<file path="src/verilog/mem_cfg_pkg.sv">
/*
 * Banked memory controller configuration
 * Geometry of the banks, fixed read latency and credit depth of the
 * request ports, plus the word types derived from them
 */
`default_nettype none

package mem_cfg_pkg;

  // Word geometry
  localparam int unsigned DataWidth = 32;
  localparam int unsigned StrbWidth = DataWidth / 8;
  localparam int unsigned AddrWidth = 16;

  // Bank geometry
  localparam int unsigned NumBanks      = 4;
  localparam int unsigned BankSelWidth  = $clog2(NumBanks);
  // Bank index sits just above the byte offset inside a word
  localparam int unsigned BankSelOffset = $clog2(StrbWidth);
  localparam int unsigned BankAddrWidth = 8;

  // Cycles from bank grant to read data
  localparam int unsigned MemLatency = 1;

  // Buffer depth per port, equal to the credits held by the sender
  localparam int unsigned CreditCount    = 2;
  localparam int unsigned CreditPtrWidth = (CreditCount > 1) ? $clog2(CreditCount) : 1;
  localparam int unsigned CreditCntWidth = $clog2(CreditCount + 1);

  // Port side byte address
  typedef logic [AddrWidth-1:0]     addr_t;
  // One memory word and its byte enables
  typedef logic [DataWidth-1:0]     data_t;
  typedef logic [StrbWidth-1:0]     strb_t;
  // Word address inside one bank
  typedef logic [BankAddrWidth-1:0] bank_addr_t;
  // Bank index
  typedef logic [BankSelWidth-1:0]  bank_sel_t;

  // Credit buffer bookkeeping
  typedef logic [CreditPtrWidth-1:0] credit_ptr_t;
  typedef logic [CreditCntWidth-1:0] credit_cnt_t;

endpackage

`default_nettype wire

</file>
<file path="src/verilog/mem_port_pkg.sv">
/*
 * Banked memory controller payloads
 * Request structs of the write and read ports, the request sent to one
 * bank and one stage of the response routing shift register
 */
`default_nettype none

package mem_port_pkg;

  import mem_cfg_pkg::*;

  // One write request from the write port
  typedef struct packed {
    addr_t addr;
    data_t data;
    // Byte enables, active high
    strb_t strb;
  } wr_req_t;

  // One read request from the read port
  typedef struct packed {
    addr_t addr;
  } rd_req_t;

  // Request as it is driven onto one bank
  typedef struct packed {
    // Word address inside the bank
    bank_addr_t addr;
    // High for writes
    logic       we;
    data_t      wdata;
    strb_t      strb;
  } bank_req_t;

  // Response routing record, captured at grant
  typedef struct packed {
    logic      valid;
    // Bank that took the request
    bank_sel_t sel;
  } route_t;

endpackage

`default_nettype wire

</file>
<file path="src/verilog/bank_xbar.sv">
/*
 * Two-port bank crossbar
 * Decodes bank and word address from each port head, arbitrates
 * round-robin per bank with lock-in until grant, drives the bank
 * requests and reports every grant for response routing
 */
`timescale 1ns/1ns
`default_nettype none

module bank_xbar
  import mem_cfg_pkg::*;
  import mem_port_pkg::*;
(
  input  wire logic                     clk_i,
  input  wire logic                     rst_i,
  // Head entries of the two credit buffers
  input  wire logic                     wr_head_valid_i,
  input  wire wr_req_t                  wr_head_i,
  input  wire logic                     rd_head_valid_i,
  input  wire rd_req_t                  rd_head_i,
  output logic                          wr_pop_o,
  output logic                          rd_pop_o,
  // Bank side request and grant
  output logic      [NumBanks-1:0]      mem_req_o,
  output bank_req_t [NumBanks-1:0]      mem_bank_o,
  input  wire logic [NumBanks-1:0]      mem_gnt_i,
  // Grant records for the response router
  output route_t                        wr_route_o,
  output route_t                        rd_route_o
);

  bank_sel_t  wr_sel;
  bank_sel_t  rd_sel;
  bank_addr_t wr_word;
  bank_addr_t rd_word;
  bank_req_t  wr_bank_req;
  bank_req_t  rd_bank_req;

  // Per bank, bit set means the read port
  logic [NumBanks-1:0] wr_hit;
  logic [NumBanks-1:0] rd_hit;
  logic [NumBanks-1:0] rd_win;
  logic [NumBanks-1:0] gnt;

  // Round-robin priority, set when the read port goes first next
  logic [NumBanks-1:0] prio_rd_q;
  // Lock-in of a waiting request and its port
  logic [NumBanks-1:0] lock_q;
  logic [NumBanks-1:0] lock_rd_q;

  // Byte address bits 3:2 pick the bank, 11:4 the word
  assign wr_sel  = wr_head_i.addr[BankSelOffset +: BankSelWidth];
  assign rd_sel  = rd_head_i.addr[BankSelOffset +: BankSelWidth];
  assign wr_word = wr_head_i.addr[BankSelOffset + BankSelWidth +: BankAddrWidth];
  assign rd_word = rd_head_i.addr[BankSelOffset + BankSelWidth +: BankAddrWidth];

  // Bank payload of each port
  assign wr_bank_req = '{
    addr:  wr_word,
    we:    1'b1,
    wdata: wr_head_i.data,
    strb:  wr_head_i.strb
  };
  assign rd_bank_req = '{
    addr:  rd_word,
    we:    1'b0,
    wdata: '0,
    strb:  '0
  };

  always_comb begin
    for (int b = 0; b < NumBanks; b++) begin
      wr_hit[b] = wr_head_valid_i && (wr_sel == bank_sel_t'(b));
      rd_hit[b] = rd_head_valid_i && (rd_sel == bank_sel_t'(b));
      // Locked port keeps the bank, its head cannot change before pop
      if (lock_q[b]) begin
        rd_win[b] = lock_rd_q[b];
      end else if (wr_hit[b] && rd_hit[b]) begin
        rd_win[b] = prio_rd_q[b];
      end else begin
        rd_win[b] = rd_hit[b];
      end
      mem_req_o[b]  = wr_hit[b] | rd_hit[b];
      mem_bank_o[b] = rd_win[b] ? rd_bank_req : wr_bank_req;
      gnt[b]        = mem_req_o[b] & mem_gnt_i[b];
    end
  end

  // A head targets one bank, so at most one grant per port
  assign wr_pop_o = |(gnt & ~rd_win);
  assign rd_pop_o = |(gnt & rd_win);

  assign wr_route_o = '{valid: wr_pop_o, sel: wr_sel};
  assign rd_route_o = '{valid: rd_pop_o, sel: rd_sel};

  always_ff @(posedge clk_i) begin
    if (rst_i) begin
      prio_rd_q <= '0;
      lock_q    <= '0;
      lock_rd_q <= '0;
    end else begin
      for (int b = 0; b < NumBanks; b++) begin
        if (gnt[b]) begin
          // Other port goes first next time
          lock_q[b]    <= 1'b0;
          prio_rd_q[b] <= ~rd_win[b];
        end else if (mem_req_o[b]) begin
          // Stalled by the bank, hold the choice
          lock_q[b]    <= 1'b1;
          lock_rd_q[b] <= rd_win[b];
        end
      end
    end
  end

endmodule

`default_nettype wire

</file>
<file path="src/verilog/banked_mem_ctrl.sv">
/*
 * Two-port banked SRAM controller
 * Credit buffers on the write and read ports, a bank crossbar and a
 * response router returning data and acknowledges in grant order
 */
`timescale 1ns/1ns
`default_nettype none

module banked_mem_ctrl
  import mem_cfg_pkg::*;
  import mem_port_pkg::*;
(
  input  wire logic                     clk_i,
  input  wire logic                     rst_i,
  // Write request port
  input  wire logic                     wr_valid_i,
  input  wire wr_req_t                  wr_req_i,
  output logic                          wr_credit_o,
  // Read request port
  input  wire logic                     rd_valid_i,
  input  wire rd_req_t                  rd_req_i,
  output logic                          rd_credit_o,
  // Banks
  output logic      [NumBanks-1:0]      mem_req_o,
  output bank_req_t [NumBanks-1:0]      mem_bank_o,
  input  wire logic [NumBanks-1:0]      mem_gnt_i,
  input  wire data_t [NumBanks-1:0]     mem_rdata_i,
  // Responses
  output logic                          rd_rsp_valid_o,
  output data_t                         rd_rsp_data_o,
  output logic                          wr_ack_o
);

  // Buffer heads towards the crossbar
  logic    wr_head_valid;
  wr_req_t wr_head;
  logic    wr_pop;
  logic    rd_head_valid;
  rd_req_t rd_head;
  logic    rd_pop;

  // Grant records towards the router
  route_t  wr_route;
  route_t  rd_route;

  port_credit_rx #(
    .payload_t (wr_req_t)
  ) u_wr_rx (
    .clk_i        (clk_i),
    .rst_i        (rst_i),
    .push_i       (wr_valid_i),
    .push_data_i  (wr_req_i),
    .head_valid_o (wr_head_valid),
    .head_data_o  (wr_head),
    .pop_i        (wr_pop),
    .credit_o     (wr_credit_o)
  );

  port_credit_rx #(
    .payload_t (rd_req_t)
  ) u_rd_rx (
    .clk_i        (clk_i),
    .rst_i        (rst_i),
    .push_i       (rd_valid_i),
    .push_data_i  (rd_req_i),
    .head_valid_o (rd_head_valid),
    .head_data_o  (rd_head),
    .pop_i        (rd_pop),
    .credit_o     (rd_credit_o)
  );

  bank_xbar u_xbar (
    .clk_i           (clk_i),
    .rst_i           (rst_i),
    .wr_head_valid_i (wr_head_valid),
    .wr_head_i       (wr_head),
    .rd_head_valid_i (rd_head_valid),
    .rd_head_i       (rd_head),
    .wr_pop_o        (wr_pop),
    .rd_pop_o        (rd_pop),
    .mem_req_o       (mem_req_o),
    .mem_bank_o      (mem_bank_o),
    .mem_gnt_i       (mem_gnt_i),
    .wr_route_o      (wr_route),
    .rd_route_o      (rd_route)
  );

  resp_router u_router (
    .clk_i          (clk_i),
    .rst_i          (rst_i),
    .wr_route_i     (wr_route),
    .rd_route_i     (rd_route),
    .mem_rdata_i    (mem_rdata_i),
    .rd_rsp_valid_o (rd_rsp_valid_o),
    .rd_rsp_data_o  (rd_rsp_data_o),
    .wr_ack_o       (wr_ack_o)
  );

endmodule

`default_nettype wire

</file>
<file path="src/verilog/port_credit_rx.sv">
/*
 * Credit-counted request buffer for one port
 * Small FIFO whose free slots match the credits held by the sender,
 * every pop hands one credit back
 */
`timescale 1ns/1ns
`default_nettype none

module port_credit_rx
  import mem_cfg_pkg::*;
#(
  parameter type payload_t = logic
) (
  input  wire logic     clk_i,
  input  wire logic     rst_i,
  // Sender side, one entry per push
  input  wire logic     push_i,
  input  wire payload_t push_data_i,
  // Oldest entry towards the crossbar
  output logic          head_valid_o,
  output payload_t      head_data_o,
  input  wire logic     pop_i,
  // One pulse per entry leaving the buffer
  output logic          credit_o
);

  // Entry storage
  payload_t    mem_q [CreditCount];
  credit_ptr_t wr_ptr_q;
  credit_ptr_t rd_ptr_q;
  credit_cnt_t count_q;
  logic        do_pop;

  // Pointer increment with wrap at the buffer depth
  function automatic credit_ptr_t ptr_inc(input credit_ptr_t ptr);
    if (ptr == credit_ptr_t'(CreditCount - 1)) begin
      return '0;
    end
    return ptr + 1'b1;
  endfunction

  assign head_valid_o = (count_q != '0);
  assign head_data_o  = mem_q[rd_ptr_q];

  // Only pop an entry that is really there
  assign do_pop   = pop_i & head_valid_o;
  assign credit_o = do_pop;

  // Payload write, sender never pushes without a credit
  always_ff @(posedge clk_i) begin
    if (push_i) begin
      mem_q[wr_ptr_q] <= push_data_i;
    end
  end

  // Pointers and fill level
  always_ff @(posedge clk_i) begin
    if (rst_i) begin
      wr_ptr_q <= '0;
      rd_ptr_q <= '0;
      count_q  <= '0;
    end else begin
      if (push_i) begin
        wr_ptr_q <= ptr_inc(wr_ptr_q);
      end
      if (do_pop) begin
        rd_ptr_q <= ptr_inc(rd_ptr_q);
      end
      // Level moves only when exactly one side is active
      if (push_i && !do_pop) begin
        count_q <= count_q + 1'b1;
      end else if (!push_i && do_pop) begin
        count_q <= count_q - 1'b1;
      end
    end
  end

endmodule

`default_nettype wire

</file>
<file path="src/verilog/resp_router.sv">
/*
 * Response router
 * Delays the grant records of both ports by the memory read latency,
 * picks read data from the recorded bank and raises write acknowledges
 */
`timescale 1ns/1ns
`default_nettype none

module resp_router
  import mem_cfg_pkg::*;
  import mem_port_pkg::*;
(
  input  wire logic                  clk_i,
  input  wire logic                  rst_i,
  // Grant records, valid in the grant cycle
  input  wire route_t                wr_route_i,
  input  wire route_t                rd_route_i,
  // Read data of every bank
  input  wire data_t [NumBanks-1:0]  mem_rdata_i,
  // Read response pulse with data
  output logic                       rd_rsp_valid_o,
  output data_t                      rd_rsp_data_o,
  // Write acknowledge pulse
  output logic                       wr_ack_o
);

  // Latency pipes, stage 0 loads at the grant edge
  route_t wr_sr_q [MemLatency];
  route_t rd_sr_q [MemLatency];
  route_t wr_tail;
  route_t rd_tail;

  always_ff @(posedge clk_i) begin
    if (rst_i) begin
      for (int i = 0; i < MemLatency; i++) begin
        wr_sr_q[i] <= '0;
        rd_sr_q[i] <= '0;
      end
    end else begin
      wr_sr_q[0] <= wr_route_i;
      rd_sr_q[0] <= rd_route_i;
      // Shift towards the tail
      for (int i = 1; i < MemLatency; i++) begin
        wr_sr_q[i] <= wr_sr_q[i-1];
        rd_sr_q[i] <= rd_sr_q[i-1];
      end
    end
  end

  // Tail lines up with the bank read data
  assign wr_tail = wr_sr_q[MemLatency-1];
  assign rd_tail = rd_sr_q[MemLatency-1];

  // Read data comes from the bank named in the record
  assign rd_rsp_valid_o = rd_tail.valid;
  assign rd_rsp_data_o  = mem_rdata_i[rd_tail.sel];

  // Writes return no data, only the pulse
  assign wr_ack_o = wr_tail.valid;

endmodule

`default_nettype wire

</file>
<file path="config.mk">
export PLATFORM = sky130hd
export DESIGN_NAME = banked_mem_ctrl
export DESIGN_NICKNAME = d
export VERILOG_FILES = /design/src/verilog/mem_cfg_pkg.sv /design/src/verilog/mem_port_pkg.sv /design/src/verilog/bank_xbar.sv /design/src/verilog/banked_mem_ctrl.sv /design/src/verilog/port_credit_rx.sv /design/src/verilog/resp_router.sv
export SDC_FILE = /design/constraint.sdc
export NUM_CORES = 1
export LEC_CHECK = 0
export BUFFER_PORTS_ARGS = -buffer_cell sky130_fd_sc_hd__buf_4
export CAP_MARGIN = 25
export CORE_AREA = 10 10 155 157
export CTS_BUF_LIST = sky130_fd_sc_hd__clkbuf_4
export DETAILED_ROUTE_END_ITERATION = 6
export DIE_AREA = 0 0 165 167
export HOLD_SLACK_MARGIN = 0.02
export PLACE_DENSITY = 0.67
export SLEW_MARGIN = 20
export SYNTH_ARGS = -nofsm -noshare
export SYNTH_HDL_FRONTEND = slang
export SYNTH_SLANG_ARGS = --single-unit
export TNS_END_PERCENT = 1
</file>
<file path="constraint.sdc">
create_clock -name clk_i -period 3 [get_ports clk_i]
set_clock_uncertainty 0.1 [all_clocks]
set_input_delay 0.15 -clock clk_i [delete_from_list [all_inputs] [get_ports clk_i]]
set_output_delay 0.15 -clock clk_i [all_outputs]
set_load 0.05 [all_outputs]
</file>
==> impl_metrics.tcl <==
set metrics [dict create \
    outcome "finished clean" \
    path_max_fanout 6 \
    powerDensity_mw_per_mm2 839 \
    grt_usage_pct 19.0 \
    place.port_buffers 411 \
    ant_nets 0 \
    clockBufferDepth 2 \
    start_util_pct 33.2 \
    yosysTopAreaCellShare_pct 48.6 \
    fin_nets 1244 \
    finalSetupViolations 0 \
    cp_num_buf_inv 3 \
    period_minus_slack_ns 2.95 \
    cts-root-buf "clkbuf_4" \
    start_kind "register" \
    rows 53 \
    drt-initial-drc-count 387 \
    yosysMostFrequentCell "nor2_1" \
    die_h_um 167 \
    synth-seq-cells 138 \
    grt_pass1_wl_mm 40.2 \
    intPower_mw 4.56 \
    crit_slowest_cell "dfxtp_4" \
    slowest_delay_ns 0.43 \
    place_hpwl_mm 22.3 \
    wire_per_inst_um 21.6 \
    synth-edff-count 112 \
    drcViolationCount 0 \
    cts_max_level 4 \
    holdWs_ns 0.257 \
    syn_inst 551 \
    critPathCaptureType "register" \
    yosysUniqueCellTypes 36 \
    total_power_mw 9.72 \
    crit_type "reg -> reg" \
    critPathRequiredTime_ns 3.35 \
    hp-class "in -> reg" \
    async_flop_share_pct 0 \
    vias 6459 \
    fin_setup_tns_ns 0 \
    grt_pass1_vias 6817 \
    n_fill_cell 1773 \
    power_frac_seq_pct 24.1 \
    grt_overflow_total 0 \
    yosysSeqAreaShare_pct 56.1 \
    relSlewSlack_pct 50.7 \
    finalHoldViolCount 0 \
    p_leak_nw 4.91 \
    syn_area_per_cell_um2 12.6 \
    slew_violations 0 \
    firstDrtPassIters 5 \
    synth_common_cells "171 x nor2_1, 112 x edfxtp_1, 87 x mux2i_1, 32 x mux4_2" \
    power_switching_mw 5.15 \
    antenna_found_initial 2 \
    numCtsBuffers 17 \
    yosys_warnings 0 \
    viasPerCell 4.87 \
    max_clock_freq_mhz 339 \
    cts_tree "built" \
    clk_transition_reported_paths_ns 0.12 \
    ir_drop_uv 1010 \
    ys_top_cells_by_area "edfxtp_1 49%, mux2i_1 13%, mux4_2 10%" \
    p_clk_share_pct 11.1 \
    switching_share_pct 53.0 \
    place.gp.congestion 0.901 \
    path_delay_family "compound AO/OA/AOI/OAI gates" \
    worst_slew_pin_slew_ns 0.740 \
    drv_cap 0 \
    die_x_um 165 \
    crit_arrival_ns 3.31 \
    drive_gt1_share_pct 51.2 \
    die_area_mm2 0.0276 \
    grt_max_degree 45 \
    routed_wl_mm 28.6 \
    synthFlopType "edfxtp_1" \
    core_mm2 0.0208 \
    cts_sinks 138 \
    syn_nets 757 \
    synth_top_cell_by_area "edfxtp_1" \
    synthesis.area_mm2 0.00692 \
    power_frac_comb_pct 64.8 \
    area.growth.synth_to_final_pct 67.4 \
    ios 424 \
    insertion_delay_ns 0.51 \
    rsz0062_at_grt "yes" \
    crit_chain "mux2i_4 > buf_4 > nor4_4 > o41ai_4 > bufinv_8 > and2_4 > o32a_4 > inv_2 > ha_1 > or3_4 > a21oi_2" \
    fin_crit_sh_pct 98.4 \
]
## cell type report
type / count / area (µm²) / share of cell area, %
Inverter: 6 / 53.8 / 0.464
Clock buffer: 19 / 143 / 1.23
Timing Repair Buffer: 500 / 3990 / 34.5
Antenna cell: 1 / 2.50 / 0.0216
Multi-Input combinational cell: 375 / 3060 / 26.4
Sequential cell: 138 / 3890 / 33.6
Clock inverter: 11 / 101 / 0.875
Tap cell: 275 / 344 / 2.97
## cells by family after synthesis
family | count (synthesis) | synth area share (%)
AND/OR/NAND/NOR | 213 | 12.6
flip-flops | 138 | 56.1
multiplexers | 128 | 24.5
buffers and inverters | 38 | 2.19
AO/OA/AOI/OAI | 26 | 3.49
XOR/XNOR | 6 | 0.759
adder cells (fa/ha/maj) | 2 | 0.361
## layer usage
metal / GRT usage, % / up-vias / part of all wire, %
met5: 0 / - / 0
met1: 19.5 / 3094 / 36
li1: - / 2989 / -
met3: 7.74 / 18 / 11
met4: 4.85 / 0 / 1.4
met2: 34.7 / 358 / 52
## cells in the final DEF (no fill, tap or decap), drive strengths merged, types with 5 or more instances in the layout
cell and count:
dlygate4sd3 69, nand2 8, nor2b 5, clkinv 8, dfxtp 26, and2 6
mux4 32, edfxtp 112, nor2 171, a21oi 7, buf 430, clkbuf 20
nor3 10, mux2 7, mux2i 89
## through the flow
step | std cells | instance area (µm²) | utilization, % | setup slack [ns]
6_report | 1325 | 11600 | 55.6 | 0.0469
3_5_place_dp | 1221 | 10500 | 50.3 | 0.00487
5_1_grt | 1325 | 11600 | 55.6 | -0.0593
2_1_floorplan | 551 | 7040 | - | -0.235
3_3_place_gp | 1221 | 10500 | 50.3 | 0.0787
4_1_cts | 1321 | 11500 | 55.0 | 0.0409
## sequential cells by signal, indices dropped and copies added (netlist names), 2 cells and up, named ones only
signal / flops
u_rd_rx.count_q: 2
u_rd_rx.mem_q: 20
u_router.rd_sr_q: 3
u_wr_rx.count_q: 2
u_wr_rx.mem_q: 92
u_xbar.lock_q: 4
u_xbar.lock_rd_q: 4
u_xbar.prio_rd_q: 4
## what timing repair did
item	in CTS	in global routing
resized for setup	11	17
hold buffers	69	0
endpoints found under the hold margin	137	0
pin swaps	0	4
setup endpoints to repair	132	29
gates cloned	0	1
buffers inserted	1	2
## power groups by stage
stage	registers [mW]	clock network, mW	logic, mW
2_1_floorplan	2.37	0	4.16
6_report	2.34	1.08	6.30
3_5_place_dp	2.37	0	6.11
5_1_grt	2.36	1.18	6.56
3_3_place_gp	2.36	0	6.10
4_1_cts	2.33	1.11	6.24
## final timing paths
| kind | from | end | slack (ns) | depth (start not counted) |
|---|---|---|---|---|
| max reg2reg | register | u_wr_rx.count_q[1] | 0.05 | 11 |
| min reg2reg | u_rd_rx.count_q[1] | u_rd_rx.count_q[1] | 0.42 | 2 |
| min | wr_req_i[9] | u_wr_rx.mem_q[1][9] | 0.26 | 2 |
| max | register | u_wr_rx.count_q[1] | 0.05 | 11 |
(Power assumes the default switching activity.)
